$ cat src/uart_consts.svh
// UART peripheral constants
// Bus field widths, register map and reset values shared by the RTL
`ifndef UART_CONSTS_SVH
`define UART_CONSTS_SVH

// Serial and bus widths
`define UART_DATA_W          8
`define MEM_ADDR_W           32
`define MEM_DATA_W           32

// Address bits compared with the peripheral base
`define UART_BASE_FIELD_MSB  31
`define UART_BASE_FIELD_LSB  24

// Register byte offsets in addr[3:0]
`define UART_REG_TX          4'h0
`define UART_REG_STATUS      4'h4
`define UART_REG_RX          4'h8
`define UART_REG_BAUD        4'hC

// Read value when no received byte waits
`define UART_RX_EMPTY_FLAG   32'hFFFF_FF00
`define UART_PRESCALE_RST    16'd1

`endif

$ cat src/mem_bus_pkg.sv
// Processor memory bus types
// Packed request and response words exchanged with the address decoder
`default_nettype none
`include "uart_consts.svh"

package mem_bus_pkg;

    // --------------------
    // Request, 69 bits
    // --------------------
    // Write data sits in the top bits, address in the bottom bits
    typedef struct packed {
        logic [`MEM_DATA_W-1:0]   wdata;
        logic [`MEM_DATA_W/8-1:0] wstrb;
        logic                     valid;
        logic [`MEM_ADDR_W-1:0]   addr;
    } mem_req_t;

    // --------------------
    // Response, 33 bits
    // --------------------
    typedef struct packed {
        logic                   ready;
        logic [`MEM_DATA_W-1:0] rdata;
    } mem_rsp_t;

endpackage

`default_nettype wire

$ cat src/uart_pkg.sv
// UART register types
// Register select decoded from the bus offset and the status word layout
`default_nettype none

package uart_pkg;

    // One entry per byte-aligned register
    typedef enum logic [1:0] {
        reg_tx,
        reg_status,
        reg_rx,
        reg_baud
    } uart_reg_e;

    // Status read word, listed from bit 3 down to bit 0
    // Overrun and frame error are sticky until a status read
    typedef struct packed {
        logic frame_err;
        logic overrun;
        logic rx_busy;
        logic tx_busy;
    } uart_status_t;

endpackage

`default_nettype wire

$ cat src/uart_byte_if.sv
// Byte link between the register block and one serial engine
// Carries a byte with its valid/ready handshake and the engine busy level
`timescale 1ns/1ps
`default_nettype none
`include "uart_consts.svh"

interface uart_byte_if;

    // Handshake lines are nets: on the transmit link the controller
    // sources data and valid, on the receive link it sources ready
    wire [`UART_DATA_W-1:0] data;
    wire                    valid;
    wire                    ready;
    wire                    busy;

    // Register block side
    modport ctrl (inout data, inout valid, inout ready, input busy);

    // Serializer or deserializer side
    modport engine (inout data, inout valid, inout ready, output busy);

endinterface

`default_nettype wire

$ cat src/mem_bus_unpack.sv
// Memory bus unpacker
// Breaks out the request fields, turns the valid level into a one-cycle
// request strobe and packs the response word
`timescale 1ns/1ps
`default_nettype none
`include "uart_consts.svh"

module mem_bus_unpack (
    input  wire                      clk,
    input  wire                      rst,
    input  mem_bus_pkg::mem_req_t    mem_packed_fwd,
    output mem_bus_pkg::mem_rsp_t    mem_packed_ret,
    output logic                     req_strobe,
    output logic [`MEM_ADDR_W-1:0]   addr,
    output logic [`MEM_DATA_W-1:0]   wdata,
    output logic [`MEM_DATA_W/8-1:0] wstrb,
    input  wire                      rsp_ready,
    input  wire  [`MEM_DATA_W-1:0]   rsp_rdata
);

    logic valid_q;

    // Previous valid for edge detection
    always_ff @(posedge clk) begin
        if (rst) begin
            valid_q <= 1'b0;
        end else begin
            valid_q <= mem_packed_fwd.valid;
        end
    end

    // New request on the first cycle valid is seen high
    assign req_strobe = mem_packed_fwd.valid && !valid_q;

    assign addr  = mem_packed_fwd.addr;
    assign wdata = mem_packed_fwd.wdata;
    assign wstrb = mem_packed_fwd.wstrb;

    assign mem_packed_ret.ready = rsp_ready;
    assign mem_packed_ret.rdata = rsp_rdata;

    // One strobe per request, never back to back
    a_strobe_single : assert property (@(posedge clk) disable iff (rst)
        req_strobe |=> !req_strobe);

endmodule

`default_nettype wire

$ cat src/uart_tx.sv
// UART transmitter
// Sends 8N1 frames, start bit, data LSB first, then stop bit,
// with each bit lasting prescale x 8 clocks
`timescale 1ns/1ps
`default_nettype none
`include "uart_consts.svh"

module uart_tx (
    input  wire          clk,
    input  wire          rst,
    uart_byte_if.engine  tx,
    input  wire   [15:0] prescale,
    output logic         txd
);

    // Data bits plus the stop bit, shifted out LSB first
    logic [`UART_DATA_W:0] shreg;
    logic [3:0]            bit_cnt;
    logic [18:0]           timer;
    logic                  busy_q;

    // Clocks per bit minus one
    wire [18:0] bit_len = {prescale, 3'b000} - 19'd1;

    // Ready low from acceptance until the stop bit ends
    assign tx.ready = !busy_q;
    assign tx.busy  = busy_q;

    // --------------------
    // Frame sequencer
    // --------------------
    always_ff @(posedge clk) begin
        if (rst) begin
            txd     <= 1'b1;
            busy_q  <= 1'b0;
            bit_cnt <= '0;
            timer   <= '0;
        end else if (!busy_q) begin
            // Start bit goes out on the cycle after acceptance
            if (tx.valid) begin
                txd     <= 1'b0;
                shreg   <= {1'b1, tx.data};
                bit_cnt <= 4'(`UART_DATA_W + 1);
                timer   <= bit_len;
                busy_q  <= 1'b1;
            end
        end else if (timer != '0) begin
            timer <= timer - 19'd1;
        end else if (bit_cnt != '0) begin
            // Next data bit or the stop bit
            txd     <= shreg[0];
            shreg   <= shreg >> 1;
            bit_cnt <= bit_cnt - 4'd1;
            timer   <= bit_len;
        end else begin
            // Stop bit has run its full length
            busy_q <= 1'b0;
        end
    end

    // Controller only offers a byte while the engine is free
    a_tx_valid_ready : assert property (@(posedge clk) disable iff (rst)
        tx.valid |-> tx.ready);

endmodule

`default_nettype wire

$ cat src/uart_rx.sv
// UART receiver
// Two-flop input synchronizer, start bit confirmed at half bit, data
// sampled at bit middles, byte held until the controller takes it
`timescale 1ns/1ps
`default_nettype none
`include "uart_consts.svh"

module uart_rx (
    input  wire          clk,
    input  wire          rst,
    uart_byte_if.engine  rx,
    input  wire   [15:0] prescale,
    input  wire          rxd,
    output logic         overrun,
    output logic         frame_err
);

    localparam logic [3:0] LAST_DATA = 4'(`UART_DATA_W);

    logic                    rxd_meta;
    logic                    rxd_sync;
    logic [`UART_DATA_W-1:0] shreg;
    logic [`UART_DATA_W-1:0] data_q;
    logic                    valid_q;
    logic                    busy_q;
    // 0 is the start bit, 1..8 data, 9 the stop bit
    logic [3:0]              bit_cnt;
    logic [18:0]             timer;

    wire [18:0] bit_len  = {prescale, 3'b000} - 19'd1;
    wire [18:0] half_len = {1'b0, prescale, 2'b00} - 19'd1;

    assign rx.data  = data_q;
    assign rx.valid = valid_q;
    assign rx.busy  = busy_q;

    always_ff @(posedge clk) begin
        if (rst) begin
            rxd_meta  <= 1'b1;
            rxd_sync  <= 1'b1;
            valid_q   <= 1'b0;
            busy_q    <= 1'b0;
            bit_cnt   <= '0;
            timer     <= '0;
            overrun   <= 1'b0;
            frame_err <= 1'b0;
        end else begin
            rxd_meta  <= rxd;
            rxd_sync  <= rxd_meta;
            overrun   <= 1'b0;
            frame_err <= 1'b0;

            // Byte taken by the controller
            if (valid_q && rx.ready) begin
                valid_q <= 1'b0;
            end

            if (!busy_q) begin
                // Falling edge may be a start bit
                if (!rxd_sync) begin
                    busy_q  <= 1'b1;
                    bit_cnt <= '0;
                    timer   <= half_len;
                end
            end else if (timer != '0) begin
                timer <= timer - 19'd1;
            end else if (bit_cnt == '0) begin
                // Middle of the start bit, a high line was a glitch
                if (rxd_sync) begin
                    busy_q <= 1'b0;
                end else begin
                    bit_cnt <= 4'd1;
                    timer   <= bit_len;
                end
            end else if (bit_cnt <= LAST_DATA) begin
                shreg   <= {rxd_sync, shreg[`UART_DATA_W-1:1]};
                bit_cnt <= bit_cnt + 4'd1;
                timer   <= bit_len;
            end else begin
                // Middle of the stop bit
                busy_q <= 1'b0;
                if (!rxd_sync) begin
                    frame_err <= 1'b1;
                end else if (valid_q && !rx.ready) begin
                    // Old byte kept, new one dropped
                    overrun <= 1'b1;
                end else begin
                    data_q  <= shreg;
                    valid_q <= 1'b1;
                end
            end
        end
    end

    // A stop bit ends in exactly one outcome
    a_rx_err_excl : assert property (@(posedge clk) disable iff (rst)
        !(overrun && frame_err));

endmodule

`default_nettype wire

$ cat src/uart_regs.sv
// UART register block
// Decodes bus accesses to the TX, status, RX and baud registers, holds
// the prescale and sticky error flags, and stalls TX writes while busy
`timescale 1ns/1ps
`default_nettype none
`include "uart_consts.svh"

module uart_regs #(
    parameter logic [7:0] BASE_ADDR = 8'h00
) (
    input  wire                      clk,
    input  wire                      rst,
    input  wire                      req_strobe,
    input  wire  [`MEM_ADDR_W-1:0]   addr,
    input  wire  [`MEM_DATA_W-1:0]   wdata,
    input  wire  [`MEM_DATA_W/8-1:0] wstrb,
    output logic                     rsp_ready,
    output logic [`MEM_DATA_W-1:0]   rsp_rdata,
    uart_byte_if.ctrl                tx,
    uart_byte_if.ctrl                rx,
    input  wire                      overrun,
    input  wire                      frame_err,
    output logic [15:0]              prescale
);

    import uart_pkg::*;

    logic [`UART_DATA_W-1:0] tx_data_q;
    logic                    tx_valid_q;
    logic                    rx_ready_q;
    logic                    stalled;
    logic                    overrun_q;
    logic                    frame_err_q;
    logic                    hit;
    logic                    sel_ok;
    logic                    is_write;
    logic                    tx_free;
    uart_reg_e               sel;
    uart_status_t            status;

    assign tx.data  = tx_data_q;
    assign tx.valid = tx_valid_q;
    assign rx.ready = rx_ready_q;

    // --------------------
    // Access decode
    // --------------------
    assign hit = req_strobe &&
        (addr[`UART_BASE_FIELD_MSB:`UART_BASE_FIELD_LSB] == BASE_ADDR);
    assign is_write = |wstrb;
    // Not free in the cycle a byte is being handed over
    assign tx_free = tx.ready && !tx_valid_q;

    always_comb begin
        sel_ok = 1'b1;
        case (addr[3:0])
            `UART_REG_TX:     sel = reg_tx;
            `UART_REG_STATUS: sel = reg_status;
            `UART_REG_RX:     sel = reg_rx;
            `UART_REG_BAUD:   sel = reg_baud;
            default: begin
                sel    = reg_tx;
                sel_ok = 1'b0;
            end
        endcase
    end

    assign status = '{frame_err: frame_err_q, overrun: overrun_q,
                      rx_busy: rx.busy, tx_busy: tx.busy};

    // --------------------
    // Register actions
    // --------------------
    always_ff @(posedge clk) begin
        if (rst) begin
            rsp_ready   <= 1'b0;
            rsp_rdata   <= '0;
            tx_valid_q  <= 1'b0;
            rx_ready_q  <= 1'b0;
            stalled     <= 1'b0;
            overrun_q   <= 1'b0;
            frame_err_q <= 1'b0;
            prescale    <= `UART_PRESCALE_RST;
        end else begin
            // Single-cycle pulses by default
            rsp_ready  <= 1'b0;
            rsp_rdata  <= '0;
            tx_valid_q <= 1'b0;
            rx_ready_q <= 1'b0;

            if (stalled) begin
                // Held TX write, launch once the transmitter frees up
                if (tx_free) begin
                    tx_valid_q <= 1'b1;
                    rsp_ready  <= 1'b1;
                    stalled    <= 1'b0;
                end
            end else if (hit && sel_ok) begin
                case (sel)
                    reg_tx: begin
                        // Only the low byte lane starts a frame
                        if (is_write && wstrb[0]) begin
                            tx_data_q <= wdata[`UART_DATA_W-1:0];
                            if (tx_free) begin
                                tx_valid_q <= 1'b1;
                                rsp_ready  <= 1'b1;
                            end else begin
                                stalled <= 1'b1;
                            end
                        end
                    end
                    reg_status: begin
                        if (!is_write) begin
                            rsp_rdata <= {{(`MEM_DATA_W - $bits(uart_status_t)){1'b0}}, status};
                            overrun_q   <= 1'b0;
                            frame_err_q <= 1'b0;
                            rsp_ready   <= 1'b1;
                        end
                    end
                    reg_rx: begin
                        if (!is_write) begin
                            if (rx.valid) begin
                                rsp_rdata  <= {{(`MEM_DATA_W - `UART_DATA_W){1'b0}}, rx.data};
                                rx_ready_q <= 1'b1;
                            end else begin
                                rsp_rdata <= `UART_RX_EMPTY_FLAG;
                            end
                            rsp_ready <= 1'b1;
                        end
                    end
                    reg_baud: begin
                        if (is_write) begin
                            if (wstrb[0]) prescale[7:0]  <= wdata[7:0];
                            if (wstrb[1]) prescale[15:8] <= wdata[15:8];
                            rsp_ready <= 1'b1;
                        end
                    end
                    default: ;
                endcase
            end

            // New errors win over a clear in the same cycle
            if (overrun)   overrun_q   <= 1'b1;
            if (frame_err) frame_err_q <= 1'b1;
        end
    end

    // The processor sees exactly one ready cycle per access
    a_rsp_pulse : assert property (@(posedge clk) disable iff (rst)
        rsp_ready |=> !rsp_ready);

endmodule

`default_nettype wire

$ cat src/uart_mmio.sv
// Memory-mapped UART peripheral
// Joins the bus unpacker, register block and the two serial engines,
// and brings the receive-valid level out as an interrupt
`timescale 1ns/1ps
`default_nettype none
`include "uart_consts.svh"

module uart_mmio #(
    parameter logic [7:0] BASE_ADDR = 8'h00
) (
    input  wire                                     clk,
    input  wire                                     rst,
    input  wire                                     rxd,
    output logic                                    txd,
    output logic                                    irq_rx_valid,
    input  wire  [$bits(mem_bus_pkg::mem_req_t)-1:0] mem_packed_fwd,
    output logic [$bits(mem_bus_pkg::mem_rsp_t)-1:0] mem_packed_ret
);

    logic                     req_strobe;
    logic [`MEM_ADDR_W-1:0]   addr;
    logic [`MEM_DATA_W-1:0]   wdata;
    logic [`MEM_DATA_W/8-1:0] wstrb;
    logic                     rsp_ready;
    logic [`MEM_DATA_W-1:0]   rsp_rdata;
    logic [15:0]              prescale;
    logic                     overrun;
    logic                     frame_err;

    // One link per direction
    uart_byte_if tx_if ();
    uart_byte_if rx_if ();

    // Interrupt follows the waiting receive byte
    assign irq_rx_valid = rx_if.valid;

    mem_bus_unpack u_unpack (
        .clk            (clk),
        .rst            (rst),
        .mem_packed_fwd (mem_packed_fwd),
        .mem_packed_ret (mem_packed_ret),
        .req_strobe     (req_strobe),
        .addr           (addr),
        .wdata          (wdata),
        .wstrb          (wstrb),
        .rsp_ready      (rsp_ready),
        .rsp_rdata      (rsp_rdata)
    );

    uart_regs #(
        .BASE_ADDR (BASE_ADDR)
    ) u_regs (
        .clk        (clk),
        .rst        (rst),
        .req_strobe (req_strobe),
        .addr       (addr),
        .wdata      (wdata),
        .wstrb      (wstrb),
        .rsp_ready  (rsp_ready),
        .rsp_rdata  (rsp_rdata),
        .tx         (tx_if.ctrl),
        .rx         (rx_if.ctrl),
        .overrun    (overrun),
        .frame_err  (frame_err),
        .prescale   (prescale)
    );

    uart_tx u_tx (
        .clk      (clk),
        .rst      (rst),
        .tx       (tx_if.engine),
        .prescale (prescale),
        .txd      (txd)
    );

    uart_rx u_rx (
        .clk       (clk),
        .rst       (rst),
        .rx        (rx_if.engine),
        .prescale  (prescale),
        .rxd       (rxd),
        .overrun   (overrun),
        .frame_err (frame_err)
    );

endmodule

`default_nettype wire

$ cat config.mk
export PLATFORM = sky130hd
export DESIGN_NAME = uart_mmio
export DESIGN_NICKNAME = d
export VERILOG_FILES = /design/src/mem_bus_pkg.sv /design/src/uart_pkg.sv /design/src/uart_byte_if.sv /design/src/mem_bus_unpack.sv /design/src/uart_tx.sv /design/src/uart_rx.sv /design/src/uart_regs.sv /design/src/uart_mmio.sv
export VERILOG_INCLUDE_DIRS = /design/src /design/src/src
export SDC_FILE = /design/constraint.sdc
export NUM_CORES = 1
export LEC_CHECK = 0
export BUFFER_PORTS_ARGS = -buffer_cell sky130_fd_sc_hd__buf_2
export CELL_PAD_IN_SITES_DETAIL_PLACEMENT = 1
export CELL_PAD_IN_SITES_GLOBAL_PLACEMENT = 1
export CORE_ASPECT_RATIO = 0.6
export CORE_MARGIN = 10
export CORE_UTILIZATION = 29
export CTS_CLUSTER_DIAMETER = 50
export DETAILED_ROUTE_END_ITERATION = 8
export PLACE_DENSITY_LB_ADDON = 0.2
export SETUP_SLACK_MARGIN = 0.02
export SYNTH_ARGS = -nofsm -noshare
export SYNTH_HDL_FRONTEND = slang
export SYNTH_HIERARCHICAL = 1
export SYNTH_SLANG_ARGS = --single-unit
$ cat constraint.sdc
create_clock -name clk -period 3.65 [get_ports clk]
set_clock_uncertainty 0.1 [all_clocks]
set_input_delay 0.73 -clock clk [delete_from_list [all_inputs] [get_ports clk]]
set_output_delay 0.73 -clock clk [all_outputs]
set_load 0.02 [all_outputs]
; ---- Word level (Yosys, flattened, before mapping)
; Cells that the tools add are included.
[op_classes]
addsub = 6
multipliers = 0
n_div = 0
n_lt_le_gt_ge = 1
n_eq_ne = 19
n_shift = 0
mux = 73
bitwise_logic = 10
reduce_logical = 42
[op_table]
columns = operator, n
row1 = two-way mux 19 bit, 10
row2 = two-way mux 32 bit, 2
row3 = one-hot mux 32 bit (2 select lines), 1
row4 = subtractor 19 x 1 -> 19 bit (second input constant), 3
row5 = two-way mux 4 bit, 11
row6 = two-way mux 1 bit, 43
row7 = nonzero test 19 bit, 2
row8 = two-way mux 9 bit, 4
row9 = AND reduction 5 bit, 4
row10 = subtractor 18 x 1 -> 19 bit (second input constant), 1
row11 = AND reduction 4 bit, 4
row12 = inequality test 2 bit (second input constant), 5
row13 = NOT 1 bit, 10
row14 = nonzero test 2 bit, 5
row15 = inequality test 3 bit (second input constant), 3
row16 = equality test 4 bit (second input constant), 2
row17 = logical NOT 4 bit, 2
row18 = logical NOT 8 bit, 1
row19 = inequality test 2 x 1 -> 1 bit (second input constant), 4
row20 = OR reduction 4 bit, 2
row21 = OR reduction 8 bit, 1
row22 = logical AND 1 bit, 7
row23 = AND reduction 7 bit, 1
row24 = one-hot mux 2 bit (3 select lines), 1
row25 = 17 further kinds, 22
[word_totals]
reg_bits = 142
latch_bits = 0
ram_bits = 0
romBits = 0
inputBits = 72
word_cells = 177
mem_count = 0

; ---- Logic depth before layout (Yosys ltp)
; Gate-level depths: netlist of the first run.
[logic_depth]
word_depth = 8
ltp_mapped = 10
ltp_nobuf = 9

; ---- By module
; The synthesis of the first run kept the hierarchy.
[by_module_without_submodules]
columns = mod, n_inst, cells_each, area_each_um2, seq_area_each_um2
row1 = uart_rx, 1, 303, 2685.1, 1061.0
row2 = uart_tx, 1, 235, 2128.3, 770.7
row3 = uart_regs, 1, 156, 1730.4, 860.8
row4 = mem_bus_unpack, 1, 104, 805.8, 20.0

; ---- Worst setup path after synthesis of the first run
; OpenSTA, ideal clock, no wires.
[synth_timing]
kind = register to register
from = register u_rx.timer[0]
to = register u_rx.data_q[0], in the netlist u_rx/rx.data[0] (enable)
setup_time_ps = 398
arrival_ps = 2547
path_slack_ps = 605
stages_incl_launch_ff = 7
period_less_slack_ps = 3045
cell_sequence = dfxtp_1 inv_1 ha_1 or4b_1 nor4_1 nand2_1 nor4b_1
[synth_between]
elab_chain_len = 3
[synth_rtl]
columns = item, line
row1 = "start, declared", uart_rx.sv:28  ; logic [18:0] timer;
row2 = "start signal, assigned", uart_rx.sv:63  ; timer <= half_len;
row3 = "start signal, assigned", uart_rx.sv:66  ; timer <= timer - 19'd1;
row4 = "start signal, assigned", uart_rx.sv:73  ; timer <= bit_len;
row5 = nonzero test 19 bit, uart_rx.sv:65  ; end else if (timer != '0) begin
row6 = NOT 1 bit (no line), n/a
row7 = AND reduction 7 bit (no line), n/a
row8 = "end signal, assigned", uart_rx.sv:88  ; data_q <= shreg;
row9 = "end, declared", uart_rx.sv:23  ; logic [`UART_DATA_W-1:0] data_q;
; Every way passes these cells.
; A chain may end at the register's enable or synchronous reset.

; ---- Worst setup path after layout of the first run
[layout_timing]
from = register u_rx.timer[0]
to = register u_rx.data_q[2], in the netlist u_rx/rx.data[2] (enable)
; Same word-level chain as after synthesis.

==> run_results.csv, run 1 <==
group,metric,value,unit
cells_and_area,drive_above_1_share,22.54,%
cells_and_area,fin_cells,1094,
power_and_ir_drop,ir_worst_vdd,0.0003369,V
flow_run,cap_violations,0,
cells_and_area,antenna_cells,0,
placement,io_buffers,70,
setup_path,endpoint_kind,"flop",
power_and_ir_drop,p_total,3.908,mW
clock_tree,clock-sinks,119,
sta,timing.final.crit_share,77.89,%
sta,hold_viol,0,
synthesis,synth_fp_nets,848,
detailed_routing,vias_per_cell,5.197,
cells_and_area,fillers,2761,
floorplan,die-area,0.03127,mm²
floorplan,die_x,221.7,µm
worst_hold_path,min_path_type,"flop to flop",
cells_and_area,final_area,0.007809,mm²
power_and_ir_drop,switchingPower,1.129,mW
grt,grt_max_degree,41,
setup_path,critPathKind,"flop to flop",
placement,dp_hpwl,15610,µm
sta,layout_min_cycle_time,2843,ps
cells_and_area,fin_util,32.38,%
power_and_ir_drop,leakage,3.078,nW
grt,grt_pass1_wl,33690,µm
cells_and_area,syn2layout_area_growth,10.30,%
sta,worst_slack,807.1,ps
setup_path,cp.required,3680,ps
floorplan,io_pins,107,
floorplan,start_util,29.36,%
detailed_routing,wirelength,21030,µm
grt,grtUsageTotal,13.57,%
clock_tree,clkTransAtPathRegs,60,ps
setup_path,crit_fanout,8,
detailed_routing,wire_per_inst,19.22,µm
clock_tree,tritoncts,"yes",
power_and_ir_drop,pwr-share-comb,17.1,%
grt,antenna_found_initial,0,
power_and_ir_drop,p_per_area,500.4,mW/mm²
power_and_ir_drop,clkPwrFrac,46.4,%
setup_path,crit_path_start_kind,"flop",
placement,pre_cts_ws,822.8,ps
sta,grt_setup_unrepaired,"false",
placement,gp_congestion,0.8443,
sta,setup_viol_count_final,0,
sta,max_clock_freq,351.8,MHz
sta,fin_hold_ws,313.1,ps
detailed_routing,drtPass1Iterations,4,
synthesis,ys_warn_count,6,
power_and_ir_drop,power_frac_seq,36.5,%
sta,fin_tns_setup,0,ps
power_and_ir_drop,p_sw_share,28.89,%
clock_tree,cts-buffers-inserted,17,
cells_and_area,layout.nets,845,
floorplan,die_y,141.0,µm
clock_tree,htree_levels,4,
placement,post-place-cells,1062,
clock_tree,cts_max_path_buffers,2,
detailed_routing,ant_nets,0,
sta,drv_slew,0,
cells_and_area,multi_input_area,0.003440,mm²
power_and_ir_drop,p_int,2.779,mW
clock_tree,cts_hold_buf,0,
detailed_routing,vias,5685,
clock_tree,clock-root-buffer,"clkbuf_16",
grt,overflow,0,
detailed_routing,drc_errors,0,
placement,placed_area,0.007183,mm²
detailed_routing,drt-initial-drc-count,371,
floorplan,core,0.02411,mm²
clock_tree,cts_resized,0,
synthesis,synthCells,762,
grt,grt_pass1_vias,5924,
cells_and_area,seq_area,0.002713,mm²
clock_tree,clock_latency,430,ps
floorplan,row_count,44,
outcome,status,"complete, no violations",
clock_tree,cts_setup_buffers,0,
setup_path,worst_ep_arrival_time,2880,ps
sta,tightest_slew,759.8,ps
synthesis,syn_avg_cell_area,9.290,µm²
sta,slew_headroom,49.18,%
synthesis,netlist_area,0.007079,mm²
state kept, by name, indices dropped and copies added (netlist names), 4 cells and up:
register / flops
u_rx/rx.data: 8
u_tx/bit_cnt: 4
u_rx/timer: 19
u_regs/tx.data: 8
u_regs/prescale: 16
u_regs/rsp_rdata: 9
u_rx/bit_cnt: 4
u_rx/shreg: 8
u_tx/shreg: 9
u_tx/timer: 19
cells in the final DEF, fill, tap and decap left out, types with 13 or more instances in the layout:
cell / n
a21oi_1: 30
a31oi_1: 21
buf_2: 70
buf_4: 23
clkbuf_16: 17
dfxtp_1: 86
edfxtp_1: 33
ha_1: 14
inv_1: 27
mux2i_1: 20
nand2_1: 54
nand3_1: 18
nor2_1: 64
nor3_1: 19
o21ai_0: 14
o21ai_1: 13
or3_1: 15
xnor2_1: 16
xor2_1: 20
area by class of cell:
cell class | instances | area share [%]
multi-input cells | 500 | 44.05
flip-flops and latches | 119 | 34.74
repair buffers | 93 | 6.698
clock buffers | 18 | 5.496
well taps | 322 | 5.159
clock inverters | 14 | 2.516
inverters | 28 | 1.346
routing by layer:
metal,share of wire [%],track usage [%]
met5,0,0
met4,1.1,4.171
met3,5.7,3.923
met2,40,18.82
met1,53,19.54
power by group through the flow:
| stage | clock network, mW | registers, mW | logic, mW |
|---|---|---|---|
| floorplan | 0 | 1.44 | 0.474 |
| global placement | 0 | 1.45 | 0.652 |
| detailed placement | 0 | 1.45 | 0.667 |
| CTS | 1.86 | 1.43 | 0.671 |
| global route | 1.92 | 1.43 | 0.752 |
| finish | 1.81 | 1.43 | 0.669 |
critical path, cell delays in order, from the launching register on:
cell,delay [ps]
dfxtp_1,340
inv_1,140
ha_1,180
or4b_1,510
nor4_1,370
nand2_1,300
nor4b_1,390
buf_4,230
path summary, 6_finish.rpt:
check | from | to | slack (ps) | cells past startpoint
setup / recovery | u_rx/timer[0]$_SDFFE_PP0P_ | u_rx/rx.data[2]$_DFFE_PP_ | 810 | 7
hold / removal | u_rx/rxd_meta$_SDFF_PP1_ | u_rx/rxd_sync$_SDFF_PP1_ | 310 | 1
setup reg to reg | u_rx/timer[0]$_SDFFE_PP0P_ | u_rx/rx.data[2]$_DFFE_PP_ | 810 | 7
hold reg to reg | u_rx/rxd_meta$_SDFF_PP1_ | u_rx/rxd_sync$_SDFF_PP1_ | 310 | 1
No activity file was read; power rests on OpenSTA's default activity.
==> run 2, diff against run 1 <==
clock period = 2.8 ns   (was 3.65 ns; I/O delays follow)
==> run 2 against run 1 <==
  * Register-to-register slack worse by 590 ps
  * Sequential share of layout area down 0.94 points
  * Via count grew 1.2%
  * Non-clock buffer count is 22 higher
==> run_results.csv, run 2 (synthesis gave the netlist of run 1 again) <==
group,metric,value,unit
setup_path,endpoint_kind,"flop",
clock_tree,clock-sinks,119,
outcome,status,"complete, no violations",
floorplan,row_count,44,
cells_and_area,drive_above_1_share,25.31,%
sta,layout_min_cycle_time,2581,ps
cells_and_area,fillers,2748,
floorplan,start_util,29.36,%
cells_and_area,antenna_cells,0,
sta,fin_tns_setup,0,ps
detailed_routing,ant_nets,0,
clock_tree,clock_latency,430,ps
floorplan,io_pins,107,
placement,dp_hpwl,16470,µm
sta,slew_headroom,56.15,%
cells_and_area,multi_input_area,0.003458,mm²
setup_path,worst_ep_arrival_time,2620,ps
power_and_ir_drop,clkPwrFrac,46.1,%
power_and_ir_drop,switchingPower,1.555,mW
clock_tree,htree_levels,4,
clock_tree,tritoncts,"yes",
sta,drv_slew,0,
power_and_ir_drop,pwr-share-comb,18.1,%
setup_path,cp.required,2840,ps
clock_tree,cts_max_path_buffers,2,
detailed_routing,drt-initial-drc-count,361,
setup_path,crit_fanout,8,
worst_hold_path,hp-start,"rxd",
detailed_routing,vias_per_cell,5.157,
detailed_routing,drtPass1Iterations,5,
clock_tree,cts_hold_buf,0,
floorplan,die_x,221.7,µm
cells_and_area,layout.nets,867,
power_and_ir_drop,p_per_area,647.3,mW/mm²
sta,timing.final.crit_share,92.16,%
flow_run,cap_violations,0,
cells_and_area,final_common_cell,"dfxtp_1",
grt,grt_max_degree,34,
cells_and_area,final_area,0.008026,mm²
grt,grt_pass1_wl,33910,µm
cells_and_area,syn2layout_area_growth,13.38,%
detailed_routing,drc_errors,0,
clock_tree,cts-buffers-inserted,17,
detailed_routing,wire_per_inst,19.25,µm
setup_path,crit_path_start_kind,"flop",
power_and_ir_drop,leakage,3.212,nW
placement,placed_area,0.007378,mm²
sta,grt_setup_unrepaired,"false",
floorplan,die_y,141.0,µm
sta,hold_viol,0,
power_and_ir_drop,p_int,3.641,mW
sta,fin_hold_ws,210.6,ps
setup_path,startpoint,"u_rx/timer[0]$_SDFFE_PP0P_",
placement,io_buffers,70,
setup_path,critPathKind,"flop to flop",
grt,grt_pass1_vias,5911,
cells_and_area,reg_top3,"u_rx/timer (19), u_tx/timer (19), u_regs/prescale (16)",
clock_tree,clock-root-buffer,"clkbuf_16",
power_and_ir_drop,power_frac_seq,35.8,%
grt,grtUsageTotal,13.66,%
detailed_routing,wirelength,21480,µm
cells_and_area,seq_area,0.002713,mm²
power_and_ir_drop,p_sw_share,29.92,%
clock_tree,clkTransAtPathRegs,60,ps
detailed_routing,vias,5755,
sta,max_clock_freq,387.5,MHz
power_and_ir_drop,ir_worst_vdd,0.0004364,V
worst_hold_path,min_path_type,"primary input to flop",
sta,tightest_slew,657.0,ps
floorplan,die-area,0.03127,mm²
floorplan,core,0.02411,mm²
setup_path,timing.rr.start,"u_rx/timer[0]$_SDFFE_PP0P_",
grt,overflow,0,
placement,gp_congestion,0.8526,
sta,setup_viol_count_final,0,
cells_and_area,final_cell_mix,"dfxtp_1, buf_2, nor2_1, nand2_1, buf_4",
grt,antenna_found_initial,0,
==> run 2: cell types whose count changed in the layout (fill, tap and decap cells not counted), moves of 2 or more <==
cell    delta
buf_4     +20
nor4_2     +2
inv_6      +3
nor4_1     -2
buf_12     +2
==> run 2: repair_timing <==
item / CTS / global route
setup buffers: 0 / 1
gates resized for setup: 0 / 1
endpoints found under the setup margin: 0 / 16
==> run 2: power by group through the flow <==
| stage | clock [mW] | sequential [mW] | combinational, mW |
|---|---|---|---|
| floorplan | 0 | 1.88 | 0.618 |
| global placement | 0 | 1.89 | 0.888 |
| detailed placement | 0 | 1.90 | 0.915 |
| CTS | 2.45 | 1.86 | 0.922 |
| global route | 2.53 | 1.87 | 1.05 |
| finish | 2.39 | 1.86 | 0.941 |
==> run 2: through the flow <==
stage	util, %	std cells	power [mW]	setup WS, ps
floorplan	-	762	2.497	123.7
global placement	30.60	1083	2.780	156.9
detailed placement	30.60	1083	2.813	96.15
CTS	33.23	1115	5.230	88.43
global route	33.29	1116	5.448	34.33
finish	33.29	1116	5.196	219.5
==> run 2: layout make-up <==
| cell class | count | share of cell area (%) |
|---|---|---|
| Clock buffer | 18 | 5.612 |
| Clock inverter | 14 | 2.291 |
| Inverter | 28 | 1.309 |
| Multi-Input combinational cell | 500 | 43.09 |
| Sequential cell | 119 | 33.80 |
| Tap cell | 322 | 5.019 |
| Timing Repair Buffer | 115 | 8.885 |
==> run 2: metal layers <==
layer / share of wire, % / track usage, % / up-vias / wire length, µm
met5: 0 / 0 / - / 0
met1: 53 / 19.76 / 2854 / 11370
met3: 6.6 / 4.295 / 11 / 1417
met4: 0.83 / 3.743 / 0 / 178
met2: 40 / 18.77 / 149 / 8510
li1: - / - / 2741 / -
==> run 2: final timing paths <==
path | endpoint | slack, ps | cells after the start
setup / recovery | u_rx/rx.data[7]$_DFFE_PP_ | 220 | 8
hold / removal | u_rx/rxd_meta$_SDFF_PP1_ | 210 | 2
setup reg to reg | u_rx/rx.data[7]$_DFFE_PP_ | 220 | 8
hold reg to reg | u_rx/rxd_sync$_SDFF_PP1_ | 300 | 1
==> run 2: critical path, stage by stage, from the launching register on <==
cell	delay [ps]
dfxtp_1	320
inv_1	120
ha_1	170
or4b_1	520
nor4_2	340
nand2_1	90
buf_4	180
nor4b_2	250
buf_4	210
